## src/design/brisc_config.svh

```systemverilog
`ifndef BRISC_CONFIG_SVH
`define BRISC_CONFIG_SVH

// Datapath and register file sizes
`define XLEN 32
`define REG_BITS 5
`define NUM_REGS 32

// Stores below this address fault
`define PC_DATA 32'h0000_0100

`endif
```

## src/design/brisc_pkg.sv

```systemverilog
`include "brisc_config.svh"

package brisc_pkg;

  typedef logic [`XLEN-1:0] word_t;
  typedef logic [`REG_BITS-1:0] reg_idx_t;

  // Operand bypass source
  typedef enum logic [1:0] {
    FROM_RF,
    FROM_CACHE,
    FROM_WB
  } fwd_src_e;

  typedef enum logic [2:0] {
    ADD,
    SUB,
    AND,
    OR,
    XOR,
    SLT,
    SLL,
    SRL
  } alu_ctrl_e;

  typedef enum logic {FROM_REG, FROM_IMM} alu_src_e;

  typedef enum logic {RES_ALU, RES_PC4} result_src_e;

  typedef enum logic [1:0] {B, H, W} data_size_e;

  typedef enum logic [1:0] {NO_XCPT, MEM_UNALIGNED, ADDR_INVALID} xcpt_e;

  typedef enum logic {PC_SEQ, PC_TARGET} pc_src_e;

endpackage

```

## src/design/ex_result_if.sv

```systemverilog
`timescale 1ns/1ps

interface ex_result_if;

  logic                    reg_write;
  brisc_pkg::reg_idx_t     rd;
  brisc_pkg::word_t        alu_res;
  brisc_pkg::word_t        pc_plus4;
  brisc_pkg::result_src_e  result_src;
  logic                    mem_write;
  brisc_pkg::word_t        write_data;
  brisc_pkg::data_size_e   data_size;
  brisc_pkg::xcpt_e        xcpt;

  // Execute side drives, commit side samples
  modport ex (
    output reg_write, rd, alu_res, pc_plus4, result_src,
    output mem_write, write_data, data_size, xcpt
  );

  modport cm (
    input reg_write, rd, alu_res, pc_plus4, result_src,
    input mem_write, write_data, data_size, xcpt
  );

endinterface

```

## src/design/brisc_exec_top.sv

```systemverilog
`timescale 1ns/1ps

module brisc_exec_top (
  input  logic                   clk,
  input  logic                   arst_n,
  input  logic                   issue,
  input  brisc_pkg::word_t       pc,
  input  brisc_pkg::reg_idx_t    rd,
  input  brisc_pkg::reg_idx_t    rs1,
  input  brisc_pkg::reg_idx_t    rs2,
  input  brisc_pkg::word_t       imm,
  input  brisc_pkg::alu_ctrl_e   alu_ctrl,
  input  brisc_pkg::alu_src_e    alu_src,
  input  brisc_pkg::result_src_e result_src,
  input  logic                   reg_write,
  input  logic                   mem_write,
  input  logic                   is_branch,
  input  logic                   is_jump,
  input  brisc_pkg::data_size_e  data_size,
  input  logic                   stall,
  output brisc_pkg::pc_src_e     pc_src,
  output brisc_pkg::word_t       pc_target,
  output logic                   mem_we,
  output brisc_pkg::word_t       mem_addr,
  output brisc_pkg::word_t       mem_wdata,
  output brisc_pkg::data_size_e  mem_size,
  output brisc_pkg::xcpt_e       xcpt,
  output logic                   wb_en,
  output brisc_pkg::reg_idx_t    wb_rd,
  output brisc_pkg::word_t       wb_data
);
  import brisc_pkg::*;

  word_t    rs1_data;
  word_t    rs2_data;
  word_t    alu_res_c;
  word_t    result_wb;
  reg_idx_t ex_rs1;
  reg_idx_t ex_rs2;
  reg_idx_t c_rd;
  logic     c_reg_write;
  fwd_src_e fwd_src1;
  fwd_src_e fwd_src2;
  logic     squash;

  ex_result_if ex_res ();

  reg_file u_reg_file (
    .clk      (clk),
    .arst_n   (arst_n),
    .rs1      (rs1),
    .rs2      (rs2),
    .rs1_data (rs1_data),
    .rs2_data (rs2_data),
    .wb_en    (wb_en),
    .wb_rd    (wb_rd),
    .wb_data  (wb_data)
  );

  hazard_unit u_hazard_unit (
    .ex_rs1       (ex_rs1),
    .ex_rs2       (ex_rs2),
    .c_rd         (c_rd),
    .wb_rd        (wb_rd),
    .c_reg_write  (c_reg_write),
    .wb_reg_write (wb_en),
    .pc_src       (pc_src),
    .fwd_src1     (fwd_src1),
    .fwd_src2     (fwd_src2),
    .squash       (squash)
  );

  alu_stage u_alu_stage (
    .clk        (clk),
    .arst_n     (arst_n),
    .squash     (squash),
    .stall      (stall),
    .issue      (issue),
    .fwd_src1   (fwd_src1),
    .fwd_src2   (fwd_src2),
    .pc         (pc),
    .rd         (rd),
    .rs1        (rs1),
    .rs2        (rs2),
    .rs1_data   (rs1_data),
    .rs2_data   (rs2_data),
    .imm        (imm),
    .alu_ctrl   (alu_ctrl),
    .alu_src    (alu_src),
    .result_src (result_src),
    .reg_write  (reg_write),
    .mem_write  (mem_write),
    .is_branch  (is_branch),
    .is_jump    (is_jump),
    .data_size  (data_size),
    .alu_res_c  (alu_res_c),
    .result_wb  (result_wb),
    .pc_src     (pc_src),
    .pc_target  (pc_target),
    .ex_rs1     (ex_rs1),
    .ex_rs2     (ex_rs2),
    .res        (ex_res.ex)
  );

  commit_stages u_commit_stages (
    .clk         (clk),
    .arst_n      (arst_n),
    .res         (ex_res.cm),
    .alu_res_c   (alu_res_c),
    .result_wb   (result_wb),
    .c_reg_write (c_reg_write),
    .c_rd        (c_rd),
    .wb_en       (wb_en),
    .wb_rd       (wb_rd),
    .wb_data     (wb_data),
    .mem_write   (mem_we),
    .mem_addr    (mem_addr),
    .mem_wdata   (mem_wdata),
    .mem_size    (mem_size),
    .xcpt        (xcpt)
  );

endmodule

```

## src/design/commit_stages.sv

```systemverilog
`timescale 1ns/1ps

module commit_stages (
  input  logic                  clk,
  input  logic                  arst_n,
  ex_result_if.cm               res,
  output brisc_pkg::word_t      alu_res_c,
  output brisc_pkg::word_t      result_wb,
  output logic                  c_reg_write,
  output brisc_pkg::reg_idx_t   c_rd,
  output logic                  wb_en,
  output brisc_pkg::reg_idx_t   wb_rd,
  output brisc_pkg::word_t      wb_data,
  output logic                  mem_write,
  output brisc_pkg::word_t      mem_addr,
  output brisc_pkg::word_t      mem_wdata,
  output brisc_pkg::data_size_e mem_size,
  output brisc_pkg::xcpt_e      xcpt
);
  import brisc_pkg::*;

  word_t       c_pc_plus4;
  result_src_e c_result_src;
  word_t       wb_alu_res;
  word_t       wb_pc_plus4;
  result_src_e wb_result_src;

  always_ff @(posedge clk or negedge arst_n) begin
    if (!arst_n) begin
      c_reg_write <= 1'b0;
      mem_write   <= 1'b0;
      xcpt        <= NO_XCPT;
      wb_en       <= 1'b0;
    end else begin
      c_reg_write <= res.reg_write && res.rd != '0;
      // Faulting stores stay visible but never write
      mem_write   <= res.mem_write && res.xcpt == NO_XCPT;
      xcpt        <= res.xcpt;
      wb_en       <= c_reg_write;
    end
  end

  always_ff @(posedge clk) begin
    c_rd          <= res.rd;
    mem_addr      <= res.alu_res;
    c_pc_plus4    <= res.pc_plus4;
    c_result_src  <= res.result_src;
    mem_wdata     <= res.write_data;
    mem_size      <= res.data_size;
    wb_rd         <= c_rd;
    wb_alu_res    <= mem_addr;
    wb_pc_plus4   <= c_pc_plus4;
    wb_result_src <= c_result_src;
  end

  // Jumps forward their link value
  assign alu_res_c = (c_result_src == RES_PC4) ? c_pc_plus4 : mem_addr;
  assign result_wb = (wb_result_src == RES_PC4) ? wb_pc_plus4 : wb_alu_res;
  assign wb_data   = result_wb;

endmodule

```

## src/design/alu_stage.sv

```systemverilog
`timescale 1ns/1ps
`include "brisc_config.svh"

module alu_stage (
  input  logic                   clk,
  input  logic                   arst_n,
  input  logic                   squash,
  input  logic                   stall,
  input  logic                   issue,
  input  brisc_pkg::fwd_src_e    fwd_src1,
  input  brisc_pkg::fwd_src_e    fwd_src2,
  input  brisc_pkg::word_t       pc,
  input  brisc_pkg::reg_idx_t    rd,
  input  brisc_pkg::reg_idx_t    rs1,
  input  brisc_pkg::reg_idx_t    rs2,
  input  brisc_pkg::word_t       rs1_data,
  input  brisc_pkg::word_t       rs2_data,
  input  brisc_pkg::word_t       imm,
  input  brisc_pkg::alu_ctrl_e   alu_ctrl,
  input  brisc_pkg::alu_src_e    alu_src,
  input  brisc_pkg::result_src_e result_src,
  input  logic                   reg_write,
  input  logic                   mem_write,
  input  logic                   is_branch,
  input  logic                   is_jump,
  input  brisc_pkg::data_size_e  data_size,
  input  brisc_pkg::word_t       alu_res_c,
  input  brisc_pkg::word_t       result_wb,
  output brisc_pkg::pc_src_e     pc_src,
  output brisc_pkg::word_t       pc_target,
  output brisc_pkg::reg_idx_t    ex_rs1,
  output brisc_pkg::reg_idx_t    ex_rs2,
  ex_result_if.ex                res
);
  import brisc_pkg::*;

  logic        reg_write_q;
  logic        mem_write_q;
  logic        is_branch_q;
  logic        is_jump_q;
  word_t       pc_q;
  reg_idx_t    rd_q;
  reg_idx_t    rs1_q;
  reg_idx_t    rs2_q;
  word_t       rs1_data_q;
  word_t       rs2_data_q;
  word_t       imm_q;
  alu_ctrl_e   alu_ctrl_q;
  alu_src_e    alu_src_q;
  result_src_e result_src_q;
  data_size_e  data_size_q;

  word_t       op1;
  word_t       op2_reg;
  word_t       op2;
  word_t       alu_res;
  logic        zero;
  xcpt_e       xcpt;

  function automatic word_t fwd_mux(fwd_src_e sel, word_t rf_val, word_t c_val,
                                    word_t wb_val);
    word_t val;
    unique case (sel)
      FROM_CACHE: val = c_val;
      FROM_WB:    val = wb_val;
      default:    val = rf_val;
    endcase
    return val;
  endfunction

  // Control bits; a held op survives the squash raised by its own redirect
  always_ff @(posedge clk or negedge arst_n) begin
    if (!arst_n) begin
      reg_write_q <= 1'b0;
      mem_write_q <= 1'b0;
      is_branch_q <= 1'b0;
      is_jump_q   <= 1'b0;
    end else if (!stall) begin
      reg_write_q <= issue && !squash && reg_write;
      mem_write_q <= issue && !squash && mem_write;
      is_branch_q <= issue && !squash && is_branch;
      is_jump_q   <= issue && !squash && is_jump;
    end
  end

  always_ff @(posedge clk) begin
    if (stall) begin
      // Producers drain while held, so keep the resolved operands
      rs1_data_q <= op1;
      rs2_data_q <= op2_reg;
    end else begin
      pc_q         <= pc;
      rd_q         <= rd;
      rs1_q        <= rs1;
      rs2_q        <= rs2;
      rs1_data_q   <= rs1_data;
      rs2_data_q   <= rs2_data;
      imm_q        <= imm;
      alu_ctrl_q   <= alu_ctrl;
      alu_src_q    <= alu_src;
      result_src_q <= result_src;
      data_size_q  <= data_size;
    end
  end

  assign op1     = fwd_mux(fwd_src1, rs1_data_q, alu_res_c, result_wb);
  assign op2_reg = fwd_mux(fwd_src2, rs2_data_q, alu_res_c, result_wb);
  assign op2     = (alu_src_q == FROM_IMM) ? imm_q : op2_reg;

  alu u_alu (
    .src1   (op1),
    .src2   (op2),
    .ctrl   (alu_ctrl_q),
    .result (alu_res),
    .zero   (zero)
  );

  assign pc_src    = ((is_branch_q && zero) || is_jump_q) ? PC_TARGET : PC_SEQ;
  assign pc_target = pc_q + imm_q;
  assign ex_rs1    = rs1_q;
  assign ex_rs2    = rs2_q;

  // Store address check
  always_comb begin
    xcpt = NO_XCPT;
    if (mem_write_q && !stall) begin
      if (data_size_q == W && alu_res[1:0] != 2'b00) begin
        xcpt = MEM_UNALIGNED;
      end else if (alu_res < `PC_DATA) begin
        xcpt = ADDR_INVALID;
      end
    end
  end

  // Bubble into C while stalled
  assign res.reg_write  = reg_write_q && !stall;
  assign res.mem_write  = mem_write_q && !stall;
  assign res.rd         = rd_q;
  assign res.alu_res    = alu_res;
  assign res.pc_plus4   = pc_q + 4;
  assign res.result_src = result_src_q;
  assign res.write_data = op2_reg;
  assign res.data_size  = data_size_q;
  assign res.xcpt       = xcpt;

endmodule

```

## src/design/hazard_unit.sv

```systemverilog
`timescale 1ns/1ps

module hazard_unit (
  input  brisc_pkg::reg_idx_t ex_rs1,
  input  brisc_pkg::reg_idx_t ex_rs2,
  input  brisc_pkg::reg_idx_t c_rd,
  input  brisc_pkg::reg_idx_t wb_rd,
  input  logic                c_reg_write,
  input  logic                wb_reg_write,
  input  brisc_pkg::pc_src_e  pc_src,
  output brisc_pkg::fwd_src_e fwd_src1,
  output brisc_pkg::fwd_src_e fwd_src2,
  output logic                squash
);
  import brisc_pkg::*;

  // Newest producer wins, r0 is never bypassed
  function automatic fwd_src_e pick_src(reg_idx_t idx, reg_idx_t c_idx, logic c_we,
                                        reg_idx_t wb_idx, logic wb_we);
    fwd_src_e sel;
    sel = FROM_RF;
    if (idx != '0) begin
      if (c_we && c_idx == idx) begin
        sel = FROM_CACHE;
      end else if (wb_we && wb_idx == idx) begin
        sel = FROM_WB;
      end
    end
    return sel;
  endfunction

  assign fwd_src1 = pick_src(ex_rs1, c_rd, c_reg_write, wb_rd, wb_reg_write);
  assign fwd_src2 = pick_src(ex_rs2, c_rd, c_reg_write, wb_rd, wb_reg_write);

  // Kill the op entering execute behind a redirect
  assign squash = (pc_src == PC_TARGET);

endmodule

```

## src/design/alu.sv

```systemverilog
`timescale 1ns/1ps

module alu (
  input  brisc_pkg::word_t     src1,
  input  brisc_pkg::word_t     src2,
  input  brisc_pkg::alu_ctrl_e ctrl,
  output brisc_pkg::word_t     result,
  output logic                 zero
);
  import brisc_pkg::*;

  localparam int SHAMT_W = $clog2($bits(word_t));

  logic [SHAMT_W-1:0] shamt;
  logic               lt;

  assign shamt = src2[SHAMT_W-1:0];
  assign lt    = $signed(src1) < $signed(src2);

  always_comb begin
    unique case (ctrl)
      ADD:     result = src1 + src2;
      SUB:     result = src1 - src2;
      AND:     result = src1 & src2;
      OR:      result = src1 | src2;
      XOR:     result = src1 ^ src2;
      SLT:     result = word_t'(lt);
      SLL:     result = src1 << shamt;
      SRL:     result = src1 >> shamt;
      default: result = '0;
    endcase
  end

  // Branch equality test relies on SUB
  assign zero = (result == '0);

endmodule

```

## src/design/reg_file.sv

```systemverilog
`timescale 1ns/1ps
`include "brisc_config.svh"

module reg_file (
  input  logic                clk,
  input  logic                arst_n,
  input  brisc_pkg::reg_idx_t rs1,
  input  brisc_pkg::reg_idx_t rs2,
  output brisc_pkg::word_t    rs1_data,
  output brisc_pkg::word_t    rs2_data,
  input  logic                wb_en,
  input  brisc_pkg::reg_idx_t wb_rd,
  input  brisc_pkg::word_t    wb_data
);
  import brisc_pkg::*;

  word_t regs [`NUM_REGS];

  always_ff @(posedge clk or negedge arst_n) begin
    if (!arst_n) begin
      for (int i = 0; i < `NUM_REGS; i++) begin
        regs[i] <= '0;
      end
    end else if (wb_en && wb_rd != '0) begin
      regs[wb_rd] <= wb_data;
    end
  end

  // Write-through so a same-cycle reader sees the new value
  assign rs1_data = (rs1 == '0) ? '0 :
                    (wb_en && wb_rd == rs1) ? wb_data : regs[rs1];
  assign rs2_data = (rs2 == '0) ? '0 :
                    (wb_en && wb_rd == rs2) ? wb_data : regs[rs2];

endmodule

```

## config.mk

```make
export PLATFORM = sky130hd
export DESIGN_NAME = brisc_exec_top
export DESIGN_NICKNAME = d
export VERILOG_FILES = /design/src/design/brisc_pkg.sv /design/src/design/ex_result_if.sv /design/src/design/brisc_exec_top.sv /design/src/design/commit_stages.sv /design/src/design/alu_stage.sv /design/src/design/hazard_unit.sv /design/src/design/alu.sv /design/src/design/reg_file.sv
export VERILOG_INCLUDE_DIRS = /design/src /design/src/design
export SDC_FILE = /design/constraint.sdc
export NUM_CORES = 2
export LEC_CHECK = 0
export ABC_AREA = 1
export BUFFER_PORTS_ARGS = -buffer_cell sky130_fd_sc_hd__buf_2
export CORE_UTILIZATION = 41
export DETAILED_ROUTE_END_ITERATION = 8
export SLEW_MARGIN = 15
export SYNTH_ARGS = -nofsm -noshare
export SYNTH_HDL_FRONTEND = slang
export SYNTH_HIERARCHICAL = 1
export SYNTH_SLANG_ARGS = --single-unit
```

## constraint.sdc

```tcl
create_clock -name clk -period 7.35 [get_ports clk]
set_clock_uncertainty 0.15 [all_clocks]
set_input_delay 0 -clock clk [delete_from_list [all_inputs] [get_ports clk]]
set_output_delay 0 -clock clk [all_outputs]
set_load 0.02 [all_outputs]
```

==> key figures <==
Timing
  • Final setup margin: 0.4059 ns
  • Final cycle utilization of the critical path: 94.48%
  • Setup TNS after final layout: 0 ns
  • Transition time at the pin with the least slew margin: between 1 and 1.5 ns
  • Max_slew headroom: between 15 and 20%
  • Unrepaired setup endpoints after global routing: no
  • Final count of negative-setup-slack endpoints: 0
  • Number of hold violations in the final report: 0
  • Highest clock rate: ~140 MHz
  • Number of slew-limit violations in the final report: 0
  • Clock period minus final worst setup slack: about 6.9 ns

Die
  • Effective utilization at floorplan: 41.22%
  • Die Area: about 0.20 mm2
  • Core region area: a little over 0.2 mm2
  • Count of boundary I/O pins: between 200 and 250
  • Number of cell rows: ~170
  • Die X-Extent: around 450 um
  • Die extent in y: approximately 450 um

Cells and area
  • Synth-to-layout area growth: 11.54%
  • Most common library cell in the layout ignoring fill and taps: sky130_fd_sc_hd__nand2_1
  • Final core occ: a little under half
  • Proportion of layout cells with a drive suffix above 1: about 7.4%
  • Final-stage net count: 12480
  • Filler instances: between 20000 and 25000
  • Area used by multi-input combinational logic: 0.04152 mm2
  • Commonest cells after routing, fill and taps aside: sky130_fd_sc_hd__nand2_1, sky130_fd_sc_hd__nand3_1, sky130_fd_sc_hd__o21ai_0, sky130_fd_sc_hd__inv_1, sky130_fd_sc_hd__dfrtp_1
  • Footprint of the flip-flops and latches: 0.03320 mm2

Clock network
  • Number of levels in the clock H-tree: 4
  • # clock sinks: between 1000 and 1500
  • Inserted Clock Buffers: 159
  • Clock insertion delay at the later pin of the skew report: ~0.84 ns
  • Buffer cell driving the clock tree root: sky130_fd_sc_hd__clkbuf_16
  • Maximum buffer depth of the clock tree: 3
  • Clk slew on worst S/H paths: approximately 0.060 ns
  • Post CTS Setup Buffer Count: 0
  • Clock tree from TritonCTS: yes

Worst setup path
  • Data required, critical path: about 7 ns
  • Launching point of the worst reg2reg path: u_commit_stages/wb_rd[3]$_DFF_P_
  • CP Launch Point: u_commit_stages/wb_rd[3]$_DFF_P_
  • Data arrival, critical path: 6.79 ns
  • Crit-path leading delay family: simple AND/OR/NAND/NOR gates
  • Cell count of the worst reg-to-reg path: 34
  • Peak fanout along the critical path: 32
  • Slowest stage delay, CP: 0.59 ns
  • Bufs and invs on worst path: 6
  • Endpoint type of the worst setup path: output pin
  • Slowest stage cell, crit path: sky130_fd_sc_hd__dfxtp_1
  • Crit-path most repeated cell: sky130_fd_sc_hd__nand2_1
  • Element type at the critical path start: flip-flop
  • Type of the setup path with the least slack: reg -> out
  • Logic depth of the worst path, buffers included: 31

Yosys
  • Post-synth EDFFs: 86
  • Yosys synthesis warning count: 6
  • Total nets after synthesis: between 10000 and 15000
  • Synthesized area: ~0.083 mm2
  • Syn Area/Cell: roughly 6.7 um2
  • Synthesized flop and latch total: between 1000 and 1500
  • Main flop type after synthesis: sky130_fd_sc_hd__dfrtp_1
  • Synth Instances: ~12000
  • Share of the yosys chip area belonging to registers: roughly two fifths
  • Yosys cell types: 53
  • Fraction of registers with async set or reset after synthesis: 76.12%

Detailed routing
  • Number of search-and-repair iterations in the first detailed-routing pass: 8
  • Total via count after detailed routing: 86770
  • Via/cell ratio: roughly 5.8
  • DRC violation count after routing: 0
  • Initial DRC count: 12390
  • Routed wire length per instance: roughly 25 um
  • Total Wirelength: 378.5 mm
  • Remaining number of nets flagged by the antenna check after routing: 0

Global routing
  • Maximum number of pins on one net before global-route repair: between 150 and 200
  • Vias in the first global route: roughly 80000
  • Initial antenna violation count: 15
  • Overall Global Routing Usage: 36.07%
  • Global-route wire length before repair: about 550 mm
  • Sum of overflow across all layers after global routing: 0

Placement
  • Port buffer count: around 230
  • Final weighted congestion in routability-driven placement: roughly 1.0
  • HPWL Detailed: ~240 mm
  • Worst setup slack before clock tree synthesis: between 1 and 1.5 ns

Hold path
  • Hold Crit Class: in -> reg
  • Hold Crit Start: rs2[0]
  • Hold Path Stages: 2

Run
  • Number of max-capacitance violations reported: 0

Pwr
  • Cell leakage power: approximately 45 nW
  • Power density cells: approximately 250 mW/mm2
  • Total power draw: around 24 mW
  • Max rail drop VDD: between 0.2 and 0.3 mV

Run status
  • Status: finished clean
[power breakdown]
group	switching [mW]	total (mW)	internal [mW]
sequential	0.656	8.99	8.33
clock	3.45	8.20	4.75
combinational	4.71	6.47	1.76
[worst reg2reg max path, delay by kind of cell (launching register included)]
family	cells	cell delay [ns]
buffers and inverters	6	1.56
adders and majority gates	2	0.87
AOI/OAI and AO/OA	4	0.95
and+or+nand+nor	22	2.68
DFF	1	0.59
[sequential cells by signal, summed over array words and instances, names as in the netlist, 32 cells and up]
name                         count
u_alu_stage/pc_q                32
u_commit_stages/mem_addr        32
u_commit_stages/c_pc_plus4      32
u_alu_stage/imm_q               32
u_alu_stage/rs2_data_q          32
u_commit_stages/mem_wdata       32
u_reg_file/regs               1024
u_alu_stage/rs1_data_q          32
u_commit_stages/wb_alu_res      32
u_commit_stages/wb_pc_plus4     32
[synth_stat cells (133+ instances only)]
cell,n,share of area (%)
sky130_fd_sc_hd__dfrtp_1,1033,31
sky130_fd_sc_hd__clkbuf_1,547,2.5
sky130_fd_sc_hd__nand2_1,3885,18
sky130_fd_sc_hd__nand3_1,1528,9.2
sky130_fd_sc_hd__a21oi_1,460,2.8
sky130_fd_sc_hd__ha_1,133,2.0
sky130_fd_sc_hd__o21ai_0,1448,8.7
sky130_fd_sc_hd__inv_1,1225,5.5
sky130_fd_sc_hd__buf_2,236,1.4
sky130_fd_sc_hd__nor2_1,688,3.1
sky130_fd_sc_hd__dfxtp_1,238,5.7
sky130_fd_sc_hd__o211ai_1,230,2.1
[timing repair]
item,in CTS,in global routing
setup endpoints to repair,0,5
hold buffers,183,0
hold endpoints to repair,749,0
resized for setup,0,4
[through the flow]
step	cells	area (um2)	hold slack, ns
floorplan	12400	83300	-0.4456
global placement	14570	85740	0.001037
detailed placement	14570	85740	0.006163
CTS	15050	92910	0.02412
global route	15050	92910	0.05343
finish	15050	92920	0.07494
[cell type report]
type / instances / share of cell area, %
clock buffers: 232 / 5.038
flip-flops and latches: 1357 / 35.73
diodes: 4 / 0.01077
multi-input cells: 8858 / 44.69
repair buffers: 605 / 5.105
inverters: 1264 / 5.149
well taps: 2672 / 3.598
clock inverters: 57 / 0.6800
[final timing paths]
path / end / slack, ns
hold reg to reg: u_commit_stages/wb_pc_plus4[21]$_DFF_P_ / 0.18
hold / removal: u_alu_stage/ex_rs2[0]$_DFFE_PN_ / 0.07
setup / recovery: pc_src / 0.41
min in group asynchronous: u_reg_file/regs[759]$_DFFE_PN0P_ / 0.33
max in group asynchronous: u_reg_file/regs[681]$_DFFE_PN0P_ / 5.34
setup reg to reg: u_alu_stage/is_jump_q$_DFFE_PN0N_ / 0.41
[metal layers]
layer  vias to the layer above  GRT usage, %  part of all wire, %
li1                      39600             -                    -
met1                     41100         49.01                   41
met2                      5049         53.45                   42
met3                      1016         7.278                   10
met4                         4         20.03                  6.2
met5                         -             0               0.0055
[logic make-up after synthesis]
family,count (synthesis),share of synthesized area [%]
xor gates and xnor gates,50,0.5257
muxes,1,0.01202
adders and majority gates,136,2.070
AOI/OAI and AO/OA,2343,15.36
DFF,1357,39.85
and+or+nand+nor,6328,31.62
buffers and inverters,2185,10.57
(Power assumes the default switching activity.)
